--- config.mk ---
export PLATFORM = sky130hd
export DESIGN_NAME = writeback_stage
export DESIGN_NICKNAME = d
export VERILOG_FILES = /design/src/hw/backend_pkg.sv /design/src/hw/writeback_stage.sv
export SDC_FILE = /design/constraint.sdc
export NUM_CORES = 1
export LEC_CHECK = 0
export BUFFER_PORTS_ARGS = -buffer_cell sky130_fd_sc_hd__buf_2
export CAP_MARGIN = 20
export CORE_AREA = 2 2 130 132
export CTS_BUF_LIST = sky130_fd_sc_hd__clkbuf_4
export CTS_CLUSTER_SIZE = 8
export DETAILED_ROUTE_END_ITERATION = 10
export DIE_AREA = 0 0 132 134
export PLACE_DENSITY = 0.59
export SETUP_SLACK_MARGIN = 0.05
export SYNTH_ARGS = -nofsm -noshare
export SYNTH_HDL_FRONTEND = slang
export SYNTH_SLANG_ARGS = --single-unit
--- constraint.sdc ---
create_clock -name clk -period 4.4 [get_ports clk]
set_input_delay 0.66 -clock clk [delete_from_list [all_inputs] [get_ports clk]]
set_output_delay 0.66 -clock clk [all_outputs]
set_load 0.05 [all_outputs]
--- src/hw/backend_pkg.sv ---
package backend_pkg;

    // alu operation, decoded in ID
    typedef enum logic [3:0] {
        ADD    = 4'd0,
        SUB    = 4'd1,
        SLL    = 4'd2,
        SLT    = 4'd3,
        SLTU   = 4'd4,
        XOR    = 4'd5,
        SRL    = 4'd6,
        SRA    = 4'd7,
        OR     = 4'd8,
        AND    = 4'd9,
        PASS_B = 4'd10  // lui
    } alu_op_e;

    // register file write data source
    typedef enum logic [2:0] {
        WB_ALU = 3'd0,
        WB_MEM = 3'd1,
        WB_PC4 = 3'd2,
        WB_IMM = 3'd3,
        WB_CSR = 3'd4
    } wb_sel_e;

    typedef enum logic {
        RUN       = 1'b0,
        LOAD_WAIT = 1'b1  // load counting access time
    } ctrl_state_e;

    // funct3 width codes
    localparam logic [2:0] LB  = 3'b000;
    localparam logic [2:0] LH  = 3'b001;
    localparam logic [2:0] LW  = 3'b010;
    localparam logic [2:0] LBU = 3'b100;
    localparam logic [2:0] LHU = 3'b101;
    localparam logic [2:0] SB  = 3'b000;
    localparam logic [2:0] SH  = 3'b001;
    localparam logic [2:0] SW  = 3'b010;

endpackage
--- src/hw/writeback_stage.sv ---
`timescale 1ns/1ps

module writeback_stage #(
    parameter int XLEN = 32
)(
    input  logic                 clk,
    input  logic                 reset,
    input  logic                 stall,
    input  logic                 mem_register_write_enable,
    input  backend_pkg::wb_sel_e mem_wb_select,
    input  logic [4:0]           mem_rd,
    input  logic [XLEN-1:0]      mem_alu_result,
    input  logic [XLEN-1:0]      load_data,
    input  logic [XLEN-1:0]      mem_pc_plus_4,
    input  logic [XLEN-1:0]      mem_imm,
    input  logic [XLEN-1:0]      mem_csr_read_data,
    input  logic [XLEN-1:0]      mem_pc,
    input  logic [31:0]          mem_instruction,
    output logic                 wb_write_enable,
    output logic [4:0]           wb_rd,
    output logic [XLEN-1:0]      wb_data,
    output logic [XLEN-1:0]      wb_pc,
    output logic [31:0]          wb_instruction
);

    logic [XLEN-1:0] result;

    always_comb begin
        case (mem_wb_select)
            backend_pkg::WB_MEM: result = load_data;
            backend_pkg::WB_PC4: result = mem_pc_plus_4;
            backend_pkg::WB_IMM: result = mem_imm;
            backend_pkg::WB_CSR: result = mem_csr_read_data;
            default:             result = mem_alu_result;
        endcase
    end

    always_ff @(posedge clk or posedge reset) begin
        if (reset) begin
            wb_write_enable <= 1'b0;
            wb_rd           <= 5'd0;
            wb_data         <= '0;
            wb_pc           <= '0;
            wb_instruction  <= 32'h0000_0013;
        end else begin
            // bubble while the load waits, x0 never written
            wb_write_enable <= !stall && mem_register_write_enable && (mem_rd != 5'd0);
            wb_rd           <= mem_rd;
            wb_data         <= result;
            wb_pc           <= mem_pc;
            wb_instruction  <= mem_instruction;
        end
    end

endmodule

# Yosys cells after proc, flatten, opt, wreduce, memory -nomap -nowiden
# Index checks and enable logic that the tools add are counted.
[classes]
add_sub_neg = 0
n_mul = 0
div = 0
magnitude_cmp = 0
eq_ne = 4
shifts = 0
muxes = 1
bitwise = 0
n_reduce_logical = 4
[op_table]
columns = ["operator", "count"]
rows = [
  ["$pmux 32 s4", 1],
  ["$eq 3x2->1 const B", 2],
  ["$reduce_bool 5->1", 1],
  ["$eq 3x1->1 const B", 1],
  ["$eq 3x3->1 const B", 1],
  ["$logic_and 1x1->1", 2],
  ["$logic_not 1->1", 1],
]
[word_totals]
register_bits = 102
latchBits = 0
ramBits = 0
mem_bits_ro = 0
output_inout_bits = 102
wordCells = 14
memories = 0

# Longest topological paths before layout
# Gate-level depths: netlist of run 1.
[logic_depth]
word_depth = 3
ltp_mapped = 7
ltp_nobuf = 4

# Worst setup path after synthesis of run 1
# No wires, ideal clock.
[synth_timing]
path_kind = "input -> register"
startpoint = "in mem_wb_select[2]"
endpoint = "reg wb_data[0]"
setup_ns = 0.065
t_arrival_ns = 1.576
required_time_ns = 4.335
setup_slack_ns = 2.759
path_stages = 7
cell_sequence = "buf_6 > nor2b_4 > buf_6 > o21ba_4 > buf_6 > o22ai_1 > o21a_1"
[synth_between]
elab_chain_len = 2
[synth_rtl]
columns = ["item", "line", "source"]
rows = [
  ["from (decl)", "writeback_stage.sv:10", "input backend_pkg::wb_sel_e mem_wb_select,"],
  ["$eq 3x3->1 (tied with other cells)", "writeback_stage.sv:29", "case (mem_wb_select)"],
  ["$pmux 32 s4 (*)", "writeback_stage.sv:29", ""],
  ["named net result[0]", "writeback_stage.sv:26", "logic [XLEN-1:0] result;"],
  ["to (signal assigned)", "writeback_stage.sv:49", "wb_data <= result;"],
  ["to (decl)", "writeback_stage.sv:21", "output logic [XLEN-1:0] wb_data,"],
]
# The timed path passes the listed nets; every way through them passes the cells marked *.

# Final worst setup path of run 1
[layout_timing]
startpoint = "in mem_wb_select[2]"
endpoint = "reg wb_data[6]"
# Same word-level chain as after synthesis.

==> flow_summary.ini, run 1 <==
[worst_setup_path]
critical_path_class = in -> reg
cp.arrival_ns = 2.65
start_kind = primary input
required_ns = 4.81
cp-end-kind = register
crit_path_max_fanout = 36

[min_path]
worstHoldPathType = in -> reg

[synthesis]
ys_warn_count = 0
yosysUniqueCellTypes = 21
synth_fp_nets = 505
syn_avg_cell_area_um2 = 14.0
netlist_area_um2 = 3770
ys_seq_elements = 102
yosysSeqAreaShare_pct = 67.8
postSynthCellCount = 269

[grt]
grt_pass1_wl_um = 22400
grt_overflow = 0
antenna_found_initial = 0
track_usage_pct = 16.4
grt_pass1_vias = 3984
grt_max_degree = 67

[timing]
max_freq_mhz = 446
maxSlewHeadroom_pct = 47.8
min_period_ns = 2.24
fin_crit_sh_pct = 51.0
setup_tns_ns = 0
hold_viol = 0
setup_violations = 0
maxSlewViolCount = 0
tightest_slew_ns = 0.783
grt_setup_unrepaired = false

[clocking]
post-cts-setup-buffer-count = 0
cts_sinks = 102
numCtsBuffers = 9
holdBufCountCts = 0
clk_path_buf_depth = 2
cts.clk_slew.worst_paths_ns = 0.19
ctsRootBufferMaster = clkbuf_4
ctsResizeCount = 0
cts.htree.levels = 3
cts_tree = built

[detailed_routing]
drtIter0Drc = 162
drc = 0
vias = 3737
wl_um = 14800
drtAntennaViolNets = 0
viasPerCell = 4.56
routedWlPerCell_um = 18.1
first_pass_iters = 4

[layout]
drive_gt1_share_pct = 61.2
final_core_util_pct = 35.6
n_antenna_cell = 0
fillers = 1693
fin_nets = 831
syn_to_final_growth_pct = 53.6

[floorplan]
fp.dieW_um = 132
dieArea_um2 = 17700
core_area_um2 = 16300
start_util_pct = 23.2
rows = 47
io_pins = 338
die_h_um = 134

[flow_run]
drv_cap = 0

[place]
hpwl_um = 11500
gp_congestion = 0.898
port_buffers = 337

[power_and_ir_drop]
p_leak_nw = 2.86
peakVddDrop_mv = 0.116
powerDensity_nw_per_um2 = 371

[status]
status = completed
==> worst paths after layout <==
| kind | from | endpoint | slack [ns] | depth (start not counted) |
|---|---|---|---|---|
| setup / recovery | mem_wb_select[2] | wb_data[6]$_DFF_PP0_ | 2.16 | 6 |
| min in group asynchronous | reset | wb_instruction[3]$_DFF_PP0_ | 0.32 | 2 |
| max in group asynchronous | reset | wb_data[15]$_DFF_PP0_ | 3.03 | 3 |
| hold / removal | mem_pc[7] | wb_pc[7]$_DFF_PP0_ | 0.27 | 1 |
==> sequential cells by signal, summed over array words and instances (netlist names) <==
name,count
wb_data,32
wb_pc,32
wb_rd,5
wb_instruction,32
wb_write_enable,1
==> layer usage <==
metal  up-vias  share of wire [%]  global-route usage [%]
li1       1696                  -                       -
met5         -                  0                       0
met1      1813                 40                    19.7
met3        21                7.5                    5.06
met2       207                 50                    28.0
met4         0                2.0                    5.37
==> placed cells by master (no fill, tap or decap) <==
| cell | n |
|---|---|
| buf_2 | 337 |
| dfrtp_1 | 99 |
| a22oi_1 | 32 |
| o32ai_1 | 32 |
| o21a_1 | 32 |
| o22ai_1 | 31 |
| clkbuf_4 | 9 |
| buf_4 | 5 |
| dfstp_2 | 3 |
| nor2_1 | 2 |
| nand2b_1 | 2 |
| inv_8 | 2 |
| inv_6 | 2 |
| xnor2_2 | 1 |
| nor2b_4 | 1 |
| nor2b_2 | 1 |
| o21ba_4 | 1 |
| o22ai_2 | 1 |
| or4_1 | 1 |
| nor3b_1 | 1 |
| inv_4 | 1 |
| bufinv_16 | 1 |
| clkinv_2 | 1 |
| clkinv_1 | 1 |
| buf_16 | 1 |
==> stage by stage <==
stage               hold slack [ns]  cell area [um^2]  setup WS, ns  instances  total power (W)
floorplan                     0.664              3770          1.07        269          0.00143
global placement              0.769              5620          1.53        803          0.00165
detailed placement            0.769              5650          1.73        804          0.00166
CTS                           0.224              5790          2.27        820          0.00219
global route                  0.206              5790          2.06        820          0.00226
finish                        0.270              5790          2.16        820          0.00215
==> layout make-up <==
class                      count  area (um^2)  area share, %
timing repair buffer         343         1750           30.2
tap                          220          275           4.75
sequential                   102         2560           44.1
clock buffer                   9         67.6           1.17
inverter                       1         6.26          0.108
multi-input combinational    138         1060           18.3
clock inverter                 7         78.8           1.36
==> cell usage after synthesis <==
cell	n	area (um^2)
buf_1	3	11.3
buf_6	5	56.3
inv_1	1	3.75
nor2b_4	1	13.8
o22ai_2	1	12.5
nor2b_1	1	6.26
dfrtp_1	99	2480
dfstp_2	3	78.8
nor2_1	2	7.51
nor3b_1	1	7.51
nand2b_1	2	12.5
o32ai_1	32	280
a22oi_1	32	240
o22ai_1	31	194
clkbuf_1	4	15.0
or4_1	1	7.51
buf_2	15	75.1
o21ba_4	1	16.3
o21a_1	32	240
buf_4	1	7.51
xnor2_1	1	8.76
==> critical path: stages <==
cell     delay (ns)
buf_2          0.57
nor2b_4        0.46
buf_4          0.35
a22oi_1        0.21
o22ai_1        0.22
o21a_1         0.14
==> where the power goes <==
part | leakage (nW) | total [W] | switching, W | internal (W)
registers | 1.18 | 0.00103 | 0.0000185 | 0.00101
clock network | 0.0822 | 0.000514 | 0.000331 | 0.000183
logic | 1.59 | 0.000613 | 0.000430 | 0.000183
==> cell families after synthesis <==
family | Yosys count | synth area share (%)
AOI/OAI and AO/OA | 129 | 26.1
and+or+nand+nor | 8 | 1.46
buffers and inverters | 29 | 4.48
DFF | 102 | 67.8
xor gates and xnor gates | 1 | 0.232
Note: power is estimated with default switching activity, not from simulation.
==> run 2: changes to the inputs <==
--- a/config.mk
+++ b/config.mk
@@ -12,7 +12,7 @@
 export CTS_CLUSTER_SIZE = 8
 export DETAILED_ROUTE_END_ITERATION = 10
 export DIE_AREA = 0 0 132 134
-export PLACE_DENSITY = 0.59
+export PLACE_DENSITY = 0.61
 export SETUP_SLACK_MARGIN = 0.05
 export SYNTH_ARGS = -nofsm -noshare
 export SYNTH_HDL_FRONTEND = slang
==> constraint.sdc (replaced) <==
create_clock -name clk -period 1.85 [get_ports clk]
set_input_delay 0.2775 -clock clk [delete_from_list [all_inputs] [get_ports clk]]
set_output_delay 0.2775 -clock clk [all_outputs]
set_load 0.05 [all_outputs]
==> flow_summary.ini, run 2 (synthesis gave the netlist of run 1 again) <==
[layout]
fin_nets = 945
largestRegisters = wb_data x32, wb_instruction x32, wb_pc x32
mostFrequentLayoutCell = buf_2
final_area_um2 = 6940
syn_to_final_growth_pct = 83.9
drive_gt1_share_pct = 52.9
final_cell_mix = 337 x buf_2, 104 x dlygate4sd3_1, 99 x dfrtp_1

[place]
port_buffers = 337
hpwl_um = 11100
gp_congestion = 0.830
pre_cts_ws_ns = 0.227
placed_cell_area_um2 = 5730

[power_and_ir_drop]
power.clock.fraction_pct = 24.5
peakVddDrop_mv = 0.298
p_leak_nw = 3.35
switching_share_pct = 36.3
power_frac_comb_pct = 30.6
powerDensity_nw_per_um2 = 779
power_frac_seq_pct = 45.0
switching_power_w = 0.00196
p_int_w = 0.00345

[grt]
grt_overflow = 0
antenna_found_initial = 1
grt_pass1_vias = 4278
grt_max_degree = 50
grt_pass1_wl_um = 23200
track_usage_pct = 17.2

[clocking]
cts_tree = built
numCtsBuffers = 9
ctsRootBufferMaster = clkbuf_4
post-cts-setup-buffer-count = 0
cts.htree.levels = 3
cts.clk_slew.worst_paths_ns = 0.19
cts_sinks = 102
clk_path_buf_depth = 2

[detailed_routing]
drtIter0Drc = 167
drtAntennaViolNets = 0
drc = 0
wl_um = 15600
vias = 4118
routedWlPerCell_um = 16.7
first_pass_iters = 4
viasPerCell = 4.40

[timing]
grt_setup_unrepaired = false
tightest_slew_ns = 0.486
setup_tns_ns = 0
setup_ws_ns = 0.0819
fin_crit_sh_pct = 95.6
max_freq_mhz = 566
maxSlewHeadroom_pct = 67.6
hold_viol = 0
maxSlewViolCount = 0
holdWs_ns = 0.200
setup_violations = 0
min_period_ns = 1.77

[worst_setup_path]
crit_path_max_fanout = 2
endpoint = wb_write_enable$_DFF_PP0_
critical_path_class = in -> reg
required_ns = 2.22
start_kind = primary input
cp-end-kind = register
cp.arrival_ns = 2.14
critPathLaunch = mem_rd[0]

[floorplan]
start_util_pct = 23.2
io_pins = 338
dieArea_um2 = 17700
die_h_um = 134
fp.dieW_um = 132
core_area_um2 = 16300
rows = 47

[flow_run]
drv_cap = 0

[min_path]
worstHoldPathType = in -> reg

[status]
status = completed
==> run 2: cell types whose count changed in the layout (fill, tap and decap cells not counted) <==
cell and delta:
diode_2 +1, clkinv_1 -1, dlygate4sd3_1 +104, inv_4 -1
clkinvlp_4 +1, buf_12 +2, clkinv_2 -1, inv_6 +1
inv_8 -1, clkinv_8 +2, buf_16 -1, buf_4 +9
==> run 2: cell type report <==
cell class              count  area [um^2]
clock buffers               9         67.6
well taps                 220          275
clock inverters             7          100
diodes                      1         2.50
flip-flops and latches    102         2560
multi-input cells         138         1060
repair buffers            457         2870
fillers                  1595         9350
inverters                   1         7.51
==> run 2: critical path: stages <==
cell           delay (ns)
dlygate4sd3_1        0.54
buf_2                0.13
or4_1                0.50
nor2_1               0.10
nor3b_1              0.05
dlygate4sd3_1        0.54
==> run 2: power groups by stage <==
stage	registers, W	logic (W)	clock network (W)
after floorplan	0.00309	0.000314	0
after global placement	0.00247	0.00147	0
after detailed placement	0.00248	0.00148	0
after CTS	0.00243	0.00166	0.00140
after global routing	0.00245	0.00174	0.00148
final	0.00243	0.00165	0.00132
==> run 2: worst min path at each step <==
| stage | slack [ns] | endpoint | from | depth (start not counted) |
|---|---|---|---|---|
| finish | 0.20 | wb_data[27]$_DFF_PP0_ | mem_imm[27] | 4 |
| global placement | 0.30 | wb_pc[2]$_DFF_PP0_ | reset | 2 |
| floorplan | 0.28 | wb_instruction[0]$_DFF_PP1_ | mem_instruction[0] | 0 |
| detailed placement | 0.29 | wb_pc[2]$_DFF_PP0_ | reset | 2 |
| global route | 0.16 | wb_data[22]$_DFF_PP0_ | mem_imm[22] | 4 |
| CTS | 0.15 | wb_data[12]$_DFF_PP0_ | mem_imm[12] | 4 |
==> run 2: metal layers <==
| metal | up-vias | track usage (%) | wire length (um) |
|---|---|---|---|
| met4 | 0 | 5.62 | 280 |
| met2 | 232 | 29.7 | 7930 |
| li1 | 1932 | - | - |
| met1 | 1932 | 20.9 | 6150 |
| met5 | - | 0 | 0 |
| met3 | 22 | 4.31 | 1240 |
==> run 2: timing repair <==
item / CTS / global route
resized for setup: 0 / 0
hold endpoints to repair: 116 / 0
hold buffers: 104 / 0
==> run 2: metrics by stage <==
stage          instances  total power [W]  util [%]
5_1_grt              935          0.00568      42.6
6_report             935          0.00541      42.6
3_3_place_gp         814          0.00395      35.2
3_5_place_dp         814          0.00396      35.2
4_1_cts              934          0.00549      42.6
2_1_floorplan        269          0.00341         -
==> run 3: changes to the inputs <==
--- a/config.mk
+++ b/config.mk
@@ -12,6 +12,7 @@
 export CTS_CLUSTER_SIZE = 8
 export DETAILED_ROUTE_END_ITERATION = 10
 export DIE_AREA = 0 0 132 134
+export GPL_TIMING_DRIVEN = 0
 export PLACE_DENSITY = 0.61
 export SETUP_SLACK_MARGIN = 0.05
 export SYNTH_ARGS = -nofsm -noshare
==> constraint.sdc (replaced) <==
create_clock -name clk -period 1.85 [get_ports clk]
set_input_delay 0.2775 -clock clk [delete_from_list [all_inputs] [get_ports clk]]
set_output_delay 0.2775 -clock clk [all_outputs]
set_load 0.1 [all_outputs]
==> flow_summary.ini, run 3 (synthesis gave the netlist of run 1 again) <==
[status]
status = completed

[timing]
min_period_ns = 1.79
maxSlewViolCount = 0
tightest_slew_ns = 0.677
max_freq_mhz = 559
maxSlewHeadroom_pct = 54.8
hold_viol = 0
setup_ws_ns = 0.0596
fin_crit_sh_pct = 96.8
setup_tns_ns = 0
grt_setup_unrepaired = false
setup_violations = 0

[detailed_routing]
viasPerCell = 4.43
vias = 4184
drc = 0
drtAntennaViolNets = 0
wl_um = 15700
routedWlPerCell_um = 16.6
first_pass_iters = 4
drtIter0Drc = 218

[power_and_ir_drop]
power_frac_comb_pct = 38.3
switching_share_pct = 43.1
power_frac_seq_pct = 40.1
p_leak_nw = 3.36
p_int_w = 0.00345
power.clock.fraction_pct = 21.6
switching_power_w = 0.00261
peakVddDrop_mv = 0.335
powerDensity_nw_per_um2 = 871

[place]
port_buffers = 335
gp_congestion = 0.801
hpwl_um = 11300
pre_cts_ws_ns = 0.166
placed_cells = 826

[floorplan]
fp.dieW_um = 132
die_h_um = 134
core_area_um2 = 16300
rows = 47
start_util_pct = 23.2
dieArea_um2 = 17700
io_pins = 338

[worst_setup_path]
cp.arrival_ns = 2.16
start_kind = primary input
critical_path_class = in -> reg
crit_path_max_fanout = 2
cp-end-kind = register
required_ns = 2.22

[grt]
gr-max-usage-layer = met2
grt_overflow = 0
grt_max_degree = 42
met3_usage_pct = 4.50
use_met2_pct = 31.3
antenna_found_initial = 1
grt_pass1_wl_um = 23300
track_usage_pct = 17.2
grtUsageMet1_pct = 19.4
grt_pass1_vias = 4416

[layout]
largestRegisters = wb_data x32, wb_instruction x32, wb_pc x32
final_cell_mix = 349 x buf_2, 102 x dlygate4sd3_1, 99 x dfrtp_1
syn_to_final_growth_pct = 84.5
final_cells = 945
final_core_util_pct = 42.7
mostFrequentLayoutCell = buf_2
drive_gt1_share_pct = 52.6
fin_nets = 955
fillers = 1594

[min_path]
worstHoldPathType = in -> reg
hold_depth = 2
hp-start = mem_alu_result[5]
hold_end = wb_data[5]$_DFF_PP0_

[clocking]
cts_sinks = 102
cts.clk_slew.worst_paths_ns = 0.17
cts.htree.levels = 3
clk_path_buf_depth = 2
cts_tree = built
ctsRootBufferMaster = clkbuf_4
numCtsBuffers = 9

[flow_run]
drv_cap = 0
[run 3: changes by cell type in the layout (fill, tap and decap cells not counted)]
cell / delta
buf_1: +3
buf_2: +12
buf_4: -13
buf_6: +5
clkbuf_1: +4
clkbuf_4: +1
dlygate4sd3_1: -2
nor2b_1: +1
nor2b_2: -1
xnor2_1: +1
xnor2_2: -1
[run 3: per-stage QoR]
step,total power (W),cell area [um^2],hold WS [ns]
2_1_floorplan,0.00405,3780,0.282
3_3_place_gp,0.00460,5730,0.383
3_5_place_dp,0.00462,5770,0.387
4_1_cts,0.00614,6960,0.0186
5_1_grt,0.00632,6960,0.00601
6_report,0.00606,6960,0.0577
[run 3: repair_timing]
action | 4_1_cts | 5_1_grt
hold buffers | 102 | 0
resized for setup | 0 | 1
buffers inserted | 0 | 0
setup endpoints to repair | 0 | 1
hold endpoints to repair | 126 | 0
[run 3: power groups by stage]
stage	Sequential [W]	Clock [W]	Combinational, W
2_1_floorplan	0.00373	0	0.000314
3_3_place_gp	0.00247	0	0.00213
3_5_place_dp	0.00247	0	0.00214
4_1_cts	0.00243	0.00139	0.00232
5_1_grt	0.00245	0.00146	0.00241
6_report	0.00243	0.00131	0.00232
[run 3: critical path, cell delays in order]
cell and delay [ns]:
dlygate4sd3_1 0.55, buf_2 0.14, or4_1 0.51, nor2_1 0.09, nor3b_1 0.05, dlygate4sd3_1 0.55
[run 3: metal layers]
layer  wire length [um]  share of wire [%]
met2               8140                 52
met4                361                2.3
met3               1090                6.9
met1               6070                 39
met5                  0                  0
[run 3: worst max-delay path by stage]
| stage | from | endpoint | slack (ns) | cells after the start |
|---|---|---|---|---|
| 5_1_grt | wb_instruction[4]$_DFF_PP1_ | wb_instruction[4] | 0.07 | 1 |
| 3_3_place_gp | reset | wb_pc[28]$_DFF_PP0_ | -0.34 | 2 |
| 3_5_place_dp | mem_wb_select[1] | wb_data[27]$_DFF_PP0_ | 0.17 | 5 |
| 2_1_floorplan | reset | wb_data[0]$_DFF_PP0_ | 0.36 | 1 |
| 4_1_cts | wb_instruction[1]$_DFF_PP1_ | wb_instruction[1] | 0.06 | 1 |
| 6_report | mem_rd[0] | wb_write_enable$_DFF_PP0_ | 0.06 | 6 |
[run 3: final cells by class]
type | instances | area [um^2] | share of cell area, %
Tap cell | 220 | 275 | 3.95
Timing Repair Buffer | 439 | 2740 | 39.4
Antenna cell | 1 | 2.50 | 0.0359
Inverter | 1 | 7.51 | 0.108
Sequential cell | 102 | 2560 | 36.7
Buffer | 28 | 165 | 2.37
Multi-Input combinational cell | 138 | 1050 | 15.0
Clock buffer | 9 | 67.6 | 0.971
Clock inverter | 7 | 100 | 1.44
